`config.mk`:
```
export PLATFORM = sky130hd
export DESIGN_NAME = mac_array
export DESIGN_NICKNAME = d
export VERILOG_FILES = /design/src/matmul_pkg.sv /design/src/mac_array.sv
export SDC_FILE = /design/constraint.sdc
export NUM_CORES = 1
export LEC_CHECK = 0
export ABC_AREA = 0
export BUFFER_PORTS_ARGS = -buffer_cell sky130_fd_sc_hd__clkbuf_2
export CORE_ASPECT_RATIO = 1.2
export CORE_MARGIN = 3
export CORE_UTILIZATION = 35
export DETAILED_ROUTE_END_ITERATION = 10
export PLACE_DENSITY = 0.56
export SYNTH_ARGS = -nofsm -noshare
export SYNTH_HDL_FRONTEND = slang
export SYNTH_SLANG_ARGS = --single-unit
```
`constraint.sdc`:
```
create_clock -name clk -period 6.4 [get_ports clk]
set_input_delay 1.28 -clock clk [delete_from_list [all_inputs] [get_ports clk]]
set_output_delay 1.28 -clock clk [all_outputs]
set_load 0.02 [all_outputs]
```
`src/matmul_pkg.sv`:
```
package matmul_pkg;

  //////////////////////////////
  // Widths
  //////////////////////////////

  // Element and memory sizes
  localparam int DWIDTH = 8;
  localparam int AWIDTH = 10;

  // APB bus
  localparam int REG_DWIDTH = 32;
  localparam int REG_AWIDTH = 8;

  localparam int STRIDE_WIDTH = 16;

  // Tile edge, overridden from the top level
  localparam int DEFAULT_MAT_MUL_SIZE = 4;

  //////////////////////////////
  // Register map
  //////////////////////////////

  typedef enum logic [REG_AWIDTH-1:0] {
    REG_CTRL     = 8'h04,
    REG_STRIDE_C = 8'h03,
    REG_ADDR_A   = 8'h0E,
    REG_ADDR_B   = 8'h12,
    REG_ADDR_C   = 8'h16,
    REG_STRIDE_A = 8'h28,
    REG_STRIDE_B = 8'h32
  } reg_addr_e;

  // APB slave states
  typedef enum logic [1:0] {
    IDLE,
    W_ENABLE,
    R_ENABLE
  } apb_state_e;

  // Engine run states
  typedef enum logic [2:0] {
    RUN_IDLE,
    RUN_LOAD,
    RUN_DRAIN,
    RUN_WRITE,
    RUN_DONE
  } run_state_e;

  //////////////////////////////
  // Shared structs
  //////////////////////////////

  typedef struct packed {
    logic                  psel;
    logic                  penable;
    logic                  pwrite;
    logic [REG_AWIDTH-1:0] paddr;
    logic [REG_DWIDTH-1:0] pwdata;
  } apb_req_t;

  // Tile layout in the three memories
  typedef struct packed {
    logic [AWIDTH-1:0]       addr_a;
    logic [AWIDTH-1:0]       addr_b;
    logic [AWIDTH-1:0]       addr_c;
    logic [STRIDE_WIDTH-1:0] stride_a;
    logic [STRIDE_WIDTH-1:0] stride_b;
    logic [STRIDE_WIDTH-1:0] stride_c;
  } mm_cfg_t;

endpackage

```
`src/mac_array.sv`:
```
module mac_array #(
  parameter int MAT_MUL_SIZE = matmul_pkg::DEFAULT_MAT_MUL_SIZE
) (
  input  logic                                       clk,
  input  logic                                       PRESETn,
  input  logic                                       acc_clear,
  input  logic                                       acc_en,
  input  logic [MAT_MUL_SIZE*matmul_pkg::DWIDTH-1:0] a_col,
  input  logic [MAT_MUL_SIZE*matmul_pkg::DWIDTH-1:0] b_row,
  input  logic [$clog2(MAT_MUL_SIZE)-1:0]            row_sel,
  output logic [MAT_MUL_SIZE*matmul_pkg::DWIDTH-1:0] c_row
);
  import matmul_pkg::*;

  // Full product width plus growth over N terms
  localparam int ACC_W = 2 * DWIDTH + $clog2(MAT_MUL_SIZE);

  logic signed [ACC_W-1:0]  acc [MAT_MUL_SIZE][MAT_MUL_SIZE];
  logic signed [DWIDTH-1:0] a_elem [MAT_MUL_SIZE];
  logic signed [DWIDTH-1:0] b_elem [MAT_MUL_SIZE];

  // Unpack the operand words into signed elements
  always_comb begin
    for (int k = 0; k < MAT_MUL_SIZE; k++) begin
      a_elem[k] = a_col[k*DWIDTH +: DWIDTH];
      b_elem[k] = b_row[k*DWIDTH +: DWIDTH];
    end
  end

  //////////////////////////////
  // Outer product accumulate
  //////////////////////////////

  always_ff @(posedge clk) begin
    for (int i = 0; i < MAT_MUL_SIZE; i++) begin
      for (int j = 0; j < MAT_MUL_SIZE; j++) begin
        if (!PRESETn || acc_clear) begin
          acc[i][j] <= '0;
        end else if (acc_en) begin
          acc[i][j] <= acc[i][j] + a_elem[i] * b_elem[j];
        end
      end
    end
  end

  // Truncated readout of one row
  always_comb begin
    for (int j = 0; j < MAT_MUL_SIZE; j++) begin
      c_row[j*DWIDTH +: DWIDTH] = acc[row_sel][j][DWIDTH-1:0];
    end
  end

endmodule

```
==> summary.md <==
| Metric | Value |
|---|---|
| Die area | between 60000 and 70000 sq um |
| Layout fillers | ~6500 |
| Pwr dens | approximately 270 nW/um^2 |
| Reg2reg setup slack | approximately 2.1 ns |
| Max-cap violations | 0 |
| IO Port Bufs | roughly 100 |
| Worst endpoint required time | approximately 6.7 ns |
| Asr flop ratio synth | 0 |
| Combinational Power Share | 0.665 |
| Max FFs per register | between 100 and 150 |
| Drt wl/cell | 18.8 um |
| Standard-cell rows | between 100 and 150 |
| Yosys reg bits | 128 |
| Number of routed nets with antenna violations | 0 |
| TritonCTS clock tree | done |
| Crit path kind | primary input to flop |
| Post-synth top cells | 470 x inv_1, 362 x nand2_1, 320 x ha_1 |
| Most numerous cell in the Yosys netlist | inv_1 |
| Final setup TNS | 0 ns |
| Vias in the first global route | 17600 |
| Initial antenna violation count | 6 |
| Htree depth | 4 |
| Setup ws final | approximately 1.1 ns |
| Worst Clk Skew | about 0.0054 ns |
| Worst slew pin tran | approximately 1.1 ns |
| Final setup fails | 0 |
| Tmin final | between 5 and 6 ns |
| Core area | 64800 sq um |
| Die X | ~240 um |
| First-pass GRT wire length | 95900 um |
| DR pass1 iterations | 6 |
| Slew headroom | 0.263 |
| RSZ-0062 raised after global routing | no |
| Max Root-Sink Buffers | 2 |
| Detailed placer's ending HPWL | 44800 um |
| DRC | 0 |
| Net count after synthesis | 3021 |
| Top Ports | 102 |
| Post-cts sizing count | 0 |
| Post-layout util | 0.384 |
| Vias | roughly 15000 |
| Clk_lat worst skew | approximately 0.48 ns |
| Hold path endpoint | acc[3][54] |
| Synth Instances | between 2000 and 2500 |
| Layout cells sized above 1 | 0.0817 |
| Vias/cell | 4.81 |
| Final nets | approximately 3100 |
| Hold crit path type | flop to flop |
| Ys flop type | edfxtp_1 |
| RR Endpoint | acc[2][25] |
| Top post-synthesis cells by area | fa_1 25%, ha_1 17%, edfxtp_1 17% |
| Startpoint type of the worst setup path | primary input |
| Tcrit/Tclk final | 0.822 |
| Area growth from synthesis to layout | 8.33% |
| Critical path endpoint category | flop |
| Hold path startpoint | acc[3][54] |
| Setup repair bufs after CTS | 0 |
| Final hold vios | 0 |
| Worst R2R Start | acc[2][24] |
| Initial Util | 0.355 |
| Status | finished, final reports clean |
| Syn Area/Cell | slightly below 10 sq um |
| Max Fanout on Critical Path | 22 |
| Net load switching power | ~2.7 mW |
| Synth top area share | 0.251 |
| Initial DRC Count | a little under 800 |
| Power, Total | ~6.6 mW |
| Biggest regs | acc: 128 flops |
| WL final | 60400 um |
| Overflow after GRT | 0 |
| CTS clock-pin slew for the worst setup and hold paths | about 0.060 ns |
| Max Fclk | ~0.19 GHz |
| Register area share after synthesis | 0.167 |
| Most flop-heavy register | acc |
| Final Max Slew Viols | 0 |
| Int Power | ~4.0 mW |
| R2R cell count | 14 |
| Clock network power share | 0.154 |
| Gp weighted congestion | between 0.8 and 0.9 |
| Area leader, netlist | fa_1 |
| Synthesized cell area | 23000 sq um |
| Worst path arrival time | about 5.6 ns |
| Die height | between 200 and 300 um |
| Dpl ws | just over 0.6 ns |
| Switching Share | 0.402 |
| Leak Pwr | 12.9 nW |
| Root Driver | clkbuf_16 |
| Hold_buf cts | 0 |
| Num Clock Sinks | about 130 |
| Yosys cell types | 21 |
| Gr usage total | 0.185 |
| Num CTS Buffers | 17 |
| Yosys warns | 0 |
| Hold depth | 2 |
| Post-synth EDFFs | approximately 130 |
| Largest net degree at the start of global routing | between 50 and 60 |
| Worst IR drop on VDD | 0.227 mV |
| Sequential share of power | 0.181 |
layer usage:
metal  wire length [um]  share of wire  vias to the layer above  GRT usage
met1              25100           0.42                     7891      0.226
met5                 41        0.00068                        -          0
met4               1120          0.019                        6     0.0495
met2              30700           0.51                      344      0.329
met3               3520          0.058                       80     0.0404
li1                   -              -                     7168          -
worst max-delay path: stages:
cell and delay (ns):
clkbuf_2 0.47, nand2_1 0.17, fa_1 0.54, inv_1 0.05
fa_1 0.50, inv_1 0.05, fa_1 0.49, inv_1 0.06
fa_1 0.47, ha_1 0.33, ha_1 0.33, a21oi_1 0.24
xnor2_1 0.19, xnor3_1 0.33, nor2_1 0.08
kinds of logic after synthesis:
| kind of cell | share of synthesized area |
|---|---|
| compound gates | 0.00871 |
| fa+ha+maj | 0.425 |
| xor+xnor | 0.121 |
| flops | 0.167 |
| buf+inv | 0.0972 |
| simple gates | 0.149 |
| mux | 0.0315 |
cells in the final DEF (no fill, tap or decap), types with 4 or more instances in the layout:
cell type / synthesis / routed
inv_1: 470 / 470
nand2_1: 362 / 362
ha_1: 320 / 320
and2_1: 300 / 300
fa_1: 288 / 288
xnor2_1: 159 / 159
edfxtp_1: 128 / 128
clkbuf_2: 0 / 101
xnor3_1: 48 / 48
nor2_1: 39 / 39
xor2_1: 36 / 36
buf_4: 0 / 36
mux4_2: 31 / 31
clkbuf_16: 0 / 17
a21o_1: 16 / 16
a21oi_1: 16 / 16
clkinv_2: 0 / 5
diode_2: 0 / 4
power by group through the flow:
| stage | clock network, mW | logic, mW | registers (mW) |
|---|---|---|---|
| final | 1.02 | 4.40 | 1.20 |
| after global routing | 1.08 | 5.04 | 1.21 |
| after CTS | 1.05 | 4.48 | 1.20 |
| after detailed placement | 0 | 4.43 | 1.21 |
| after global placement | 0 | 4.32 | 1.21 |
| after floorplan | 0 | 3.57 | 1.15 |
stage by stage:
stage                     area (sq um)  hold WS [ns]  cells
after CTS                        24900         0.686   3218
after global routing             24900         0.731   3218
after global placement           24300         0.663   3189
after detailed placement         24300         0.672   3189
after floorplan                  23000         0.641   2343
final                            24900         0.678   3222
layout make-up:
cell class                 count  area (sq um)  area share
tap                          832          1040      0.0418
timing repair buffer         137           776      0.0312
sequential                   128          3840       0.154
inverter                     470          1760      0.0708
clock buffer                  20           437      0.0175
clock inverter                 9           119     0.00477
antenna                        4          10.0    0.000402
multi-input combinational   1622         16900       0.679
worst max-delay path by stage:
stage                     startpoint    endpoint  slack, ns  cells past startpoint
after detailed placement   b_row[17]  acc[2][25]       0.62                     15
after global routing       b_row[17]  acc[2][25]       0.96                     15
after CTS                  b_row[17]  acc[2][25]       1.15                     15
final                      b_row[17]  acc[2][25]       1.14                     15
after floorplan             b_row[9]  acc[2][43]       0.89                     16
after global placement     a_col[17]  acc[2][25]       0.66                     15
No activity file was read; power rests on OpenSTA's default activity.
