$ cat src/matmul_pkg.sv
package matmul_pkg;

  //////////////////////////////
  // Widths
  //////////////////////////////

  // Element and memory sizes
  localparam int DWIDTH = 8;
  localparam int AWIDTH = 10;

  // APB bus
  localparam int REG_DWIDTH = 32;
  localparam int REG_AWIDTH = 8;

  localparam int STRIDE_WIDTH = 16;

  // Tile edge, overridden from the top level
  localparam int DEFAULT_MAT_MUL_SIZE = 4;

  //////////////////////////////
  // Register map
  //////////////////////////////

  typedef enum logic [REG_AWIDTH-1:0] {
    REG_CTRL     = 8'h04,
    REG_STRIDE_C = 8'h03,
    REG_ADDR_A   = 8'h0E,
    REG_ADDR_B   = 8'h12,
    REG_ADDR_C   = 8'h16,
    REG_STRIDE_A = 8'h28,
    REG_STRIDE_B = 8'h32
  } reg_addr_e;

  // APB slave states
  typedef enum logic [1:0] {
    IDLE,
    W_ENABLE,
    R_ENABLE
  } apb_state_e;

  // Engine run states
  typedef enum logic [2:0] {
    RUN_IDLE,
    RUN_LOAD,
    RUN_DRAIN,
    RUN_WRITE,
    RUN_DONE
  } run_state_e;

  //////////////////////////////
  // Shared structs
  //////////////////////////////

  typedef struct packed {
    logic                  psel;
    logic                  penable;
    logic                  pwrite;
    logic [REG_AWIDTH-1:0] paddr;
    logic [REG_DWIDTH-1:0] pwdata;
  } apb_req_t;

  // Tile layout in the three memories
  typedef struct packed {
    logic [AWIDTH-1:0]       addr_a;
    logic [AWIDTH-1:0]       addr_b;
    logic [AWIDTH-1:0]       addr_c;
    logic [STRIDE_WIDTH-1:0] stride_a;
    logic [STRIDE_WIDTH-1:0] stride_b;
    logic [STRIDE_WIDTH-1:0] stride_c;
  } mm_cfg_t;

endpackage

$ cat src/tile_sequencer.sv
module tile_sequencer #(
  parameter int MAT_MUL_SIZE = matmul_pkg::DEFAULT_MAT_MUL_SIZE
) (
  input  logic                                       clk,
  input  logic                                       PRESETn,
  input  logic                                       start,
  input  logic                                       clear_done,
  input  matmul_pkg::mm_cfg_t                        cfg,
  output logic                                       busy,
  output logic                                       done,
  output logic [matmul_pkg::AWIDTH-1:0]              a_addr,
  output logic [matmul_pkg::AWIDTH-1:0]              b_addr,
  output logic [matmul_pkg::AWIDTH-1:0]              c_addr,
  output logic [MAT_MUL_SIZE*matmul_pkg::DWIDTH-1:0] c_wdata,
  output logic                                       c_we,
  output logic                                       acc_clear,
  output logic                                       acc_en,
  output logic [$clog2(MAT_MUL_SIZE)-1:0]            row_sel,
  input  logic [MAT_MUL_SIZE*matmul_pkg::DWIDTH-1:0] c_row
);
  import matmul_pkg::*;

  localparam int               CNT_W = $clog2(MAT_MUL_SIZE);
  localparam logic [CNT_W-1:0] LAST  = CNT_W'(MAT_MUL_SIZE - 1);

  run_state_e       run_state;
  // k index while loading, row index while writing
  logic [CNT_W-1:0] cnt;
  logic             last_step;
  // Read issued last cycle, data is on the memory outputs now
  logic             rd_pending;

  assign last_step = (cnt == LAST);

  //////////////////////////////
  // Run FSM and address steps
  //////////////////////////////

  always_ff @(posedge clk) begin
    if (!PRESETn) begin
      run_state  <= RUN_IDLE;
      cnt        <= '0;
      rd_pending <= 1'b0;
      a_addr     <= '0;
      b_addr     <= '0;
      c_addr     <= '0;
    end else begin
      rd_pending <= (run_state == RUN_LOAD);
      case (run_state)
        RUN_IDLE: begin
          if (start) begin
            a_addr    <= cfg.addr_a;
            b_addr    <= cfg.addr_b;
            c_addr    <= cfg.addr_c;
            cnt       <= '0;
            run_state <= RUN_LOAD;
          end
        end

        // One column of A and one row of B per cycle
        RUN_LOAD: begin
          a_addr <= a_addr + cfg.stride_a[AWIDTH-1:0];
          b_addr <= b_addr + cfg.stride_b[AWIDTH-1:0];
          if (last_step) begin
            cnt       <= '0;
            run_state <= RUN_DRAIN;
          end else begin
            cnt <= cnt + 1'b1;
          end
        end

        // Last accumulate lands here
        RUN_DRAIN: begin
          cnt       <= '0;
          run_state <= RUN_WRITE;
        end

        RUN_WRITE: begin
          c_addr <= c_addr + cfg.stride_c[AWIDTH-1:0];
          if (last_step) begin
            cnt       <= '0;
            run_state <= RUN_DONE;
          end else begin
            cnt <= cnt + 1'b1;
          end
        end

        // Hold done for the host
        RUN_DONE: begin
          if (clear_done) begin
            run_state <= RUN_IDLE;
          end
        end

        default: begin
          run_state <= RUN_IDLE;
        end
      endcase
    end
  end

  // Accumulators start from zero on every run
  assign acc_clear = (run_state == RUN_IDLE) && start;
  assign acc_en    = rd_pending;

  // Row write-back straight from the array
  assign row_sel = cnt;
  assign c_we    = (run_state == RUN_WRITE);
  assign c_wdata = c_row;

  assign busy = (run_state != RUN_IDLE) && (run_state != RUN_DONE);
  assign done = (run_state == RUN_DONE);

endmodule

$ cat config.mk
export PLATFORM = sky130hd
export DESIGN_NAME = tile_sequencer
export DESIGN_NICKNAME = d
export VERILOG_FILES = /design/src/matmul_pkg.sv /design/src/tile_sequencer.sv
export SDC_FILE = /design/constraint.sdc
export NUM_CORES = 1
export LEC_CHECK = 0
export ABC_AREA = 1
export CAP_MARGIN = 5
export CORE_AREA = 4 4 94 96
export CTS_BUF_LIST = sky130_fd_sc_hd__clkbuf_8 sky130_fd_sc_hd__clkbuf_16
export CTS_CLUSTER_DIAMETER = 50
export DETAILED_ROUTE_END_ITERATION = 8
export DIE_AREA = 0 0 98 100
export DONT_BUFFER_PORTS = 1
export MAX_ROUTING_LAYER = met4
export PLACE_DENSITY = 0.62
export SKIP_CTS_REPAIR_TIMING = 1
export SLEW_MARGIN = 5
export SYNTH_ARGS = -nofsm -noshare
export SYNTH_HDL_FRONTEND = slang
export SYNTH_SLANG_ARGS = --single-unit
$ cat constraint.sdc
create_clock -name clk -period 1.8 [get_ports clk]
set_input_delay 0 -clock clk [delete_from_list [all_inputs] [get_ports clk]]
set_output_delay 0 -clock clk [all_outputs]
set_load 0.05 [all_outputs]
==> summary.md <==
| Metric | Value |
|---|---|
| Largest area contributor in the netlist | dfxtp_1 |
| DRC Markers | 0 |
| Hold_sp | cfg[54] |
| CP max-delay cell | fa_2 |
| Endpoints failing setup | 0 |
| Initial Utilization | 39.3% |
| Synth warn | 0 |
| Synth Flop Type | dfxtp_1 |
| Clk sinks | 36 |
| Sw frac | 52.2% |
| Critical Path RT | 1960 ps |
| Row count | 33 |
| Share of layout cells above drive strength 1 | 13.7% |
| Syn nets | 630 |
| Starting DRT DRC Count | 92 |
| Final ANT Viol Nets | 0 |
| Vias in the first global route | 3014 |
| Clk pwr share | 12.1% |
| Critical R2R Launch | c_addr[0] |
| Longest Clk Path Bufs | 2 |
| R2R cell count | 10 |
| Clock skew | 8.16 ps |
| Chip height | 100 um |
| Unrepaired setup endpoints after global routing | false |
| Pwr/cell area | 1290 nW/um^2 |
| Post-synth EDFFs | 0 |
| Worst Hold End | c_addr[6] |
| Total power | 4580 uW |
| Comb pwr share | 63.3% |
| First-pass GRT wire length | 13800 um |
| DRT Pass-1 Iters | 4 |
| Total Wirelength | 8580 um |
| Area grow syn2layout | 11.8% |
| DP HPWL | 6580 um |
| Yosys cell types | 27 |
| Leak | 0.00175 uW |
| FF-to-FF End | c_addr[8] |
| Port bufs | 0 |
| Synthesized flop and latch total | 36 |
| Final setup TNS | 0 ps |
| Most numerous cell on the critical path | nand2_1 |
| CP Cell Sequence | ha_1 -> fa_2 -> nand3_1 -> nand2_1 -> nand2_1 -> nand2_1 -> nand2_1 -> nand3_1 -> nand2_1 -> a21oi_1 |
| Fin worst setup slack | 148 ps |
| Gr ovfl total | 0 |
| Top cell type's share of synthesized area | 22.7% |
| FF+latch area | 721 sq um |
| Multi-input gate area | 1990 sq um |
| CP max FO | 3 |
| Core Region | 8050 sq um |
| Largest net degree at the start of global routing | 23 |
| Crit Path Class | reg2reg |
| CTS tree | built |
| Average size of a mapped cell | 6.53 sq um |
| Placed cell area | 3300 sq um |
| Htree depth | 2 |
| Most frequent cell after synthesis | nand2_1 |
| Clock latency on the worst-skew pair | 290 ps |
| MaxCap Viol Count | 0 |
| Final period util | 91.8% |
| Relative slew slack | 64.7% |
| Chip width | 98 um |
| Wire per inst | 14.1 um |
| Worst hold path cell count | 4 |
| NetSw | 2390 uW |
| Final number of max-transition violations | 0 |
| Max frequency | 0.605 GHz |
| Seq pwr share | 24.6% |
| Cell count after synthesis | 485 |
| Max IR drop VDD | 0.000434 V |
| HP Class | in2reg |
| Top post-synthesis cells by count | nand2_1, a21oi_1, nand3_1, dfxtp_1, inv_1 |
| RePlAce Congestion | 0.908 |
| Int Pwr | 2190 uW |
| Boundary Pins | 183 |
| Diodes inserted | 0 |
| Antenna violations before repair | 0 |
| Data arrival time of the worst path | 1820 ps |
| CTS buffer count | 5 |
| Layout Nets | 651 |
| Largest cells by area after synthesis | dfxtp_1, nand2_1, ha_1 |
| CP Launch Type | flop |
| Filler instances | 872 |
| Final min period | 1650 ps |
| Violated checks | hold timing |
| Status | complete, but fails checks |
| R2R Setup Slk | 150 ps |
| Vias per cell | 5.14 |
| DR vias | 3132 |
| Clock slew at reported path FFs | 80 ps |
| Async S/R FF share, synth | 0% |
| Crit-path max cell delay | 360 ps |
| Worst slew pin tran | 529 ps |
| Clock root cell | clkbuf_8 |
| Overall Global Routing Usage | 17.5% |
| Final hold vios | 3 |
| Crit end category | flop |
| Setup WS pre-CTS | 110 ps |
| Final instance area | 3540 sq um |
| Hold Slack | -7.17 ps |
| Seq/Total Area, Yosys | 22.7% |
| Mapped cell area | 3170 sq um |
| Total die area | 9800 sq um |
[sequential cells by signal, summed over array words and instances (netlist names)]
signal / cells
a_addr: 10
acc_en: 1
b_addr: 10
c_addr: 10
row_sel: 2
run_state: 3
[final cells by class]
cell class	count	area share [%]
inverters	43	4.66
multi-input cells	363	56.1
repair buffers	57	13.2
flip-flops and latches	36	20.3
well taps	105	3.71
clock buffers	5	1.94
[kinds of logic (layout without fill, tap and decap cells)]
logic type,after synthesis,in the layout,synth area share [%]
compound gates,88,88,15.8
fa+ha+maj,31,31,13.0
simple gates,235,235,31.1
flops,36,36,22.7
buf+inv,86,105,14.9
xor+xnor,9,9,2.49
[power by group through the flow]
| stage | registers (uW) | logic (uW) | clock network, uW |
|---|---|---|---|
| 2_1_floorplan | 1760 | 1780 | 0 |
| 3_3_place_gp | 1140 | 2820 | 0 |
| 3_5_place_dp | 1150 | 2850 | 0 |
| 4_1_cts | 1130 | 2870 | 584 |
| 5_1_grt | 1160 | 3200 | 619 |
| 6_report | 1130 | 2900 | 553 |
[metal layers]
layer,part of all wire [%],track usage [%],vias up
li1,-,-,1604
met1,42,19.4,1417
met2,50,31.0,95
met3,6.8,5.14,16
met4,1.4,4.47,0
met5,0,-,-
[through the flow]
step                util, %  cells
finish                 44.0    609
global route           44.0    609
CTS                    41.8    593
detailed placement     41.0    588
global placement       41.0    588
floorplan                 -    485
[worst max-delay path by stage]
stage                            to  slack (ps)  depth (start not counted)         start
after global routing      a_addr[8]           7                         10     a_addr[0]
after floorplan           c_addr[6]         -20                         10  run_state[0]
final                     c_addr[8]         150                         10     c_addr[0]
after detailed placement  b_addr[7]         110                          8  run_state[1]
after CTS                 c_addr[8]          90                         10     c_addr[0]
after global placement    b_addr[7]         150                          8  run_state[1]
[critical path, delay by kind of cell (launching register included)]
| kind | cells | cell delay, ps |
|---|---|---|
| flops | 1 | 320 |
| compound gates | 1 | 50 |
| fa+ha+maj | 2 | 570 |
| simple gates | 7 | 570 |
[cells in the final DEF, fill, tap and decap left out, types with 6 or more instances in the layout]
cell           instances
nand2_1              144
o21a_1                11
a21oi_1               44
ha_1                  28
o21ai_0               15
xor2_1                 9
a31oi_1                9
buf_4                 41
dfxtp_1               36
inv_1                 35
dlygate4sd3_1         16
nor2_1                33
nand3_1               41
nor2_2                 6
(Power assumes the default switching activity.)
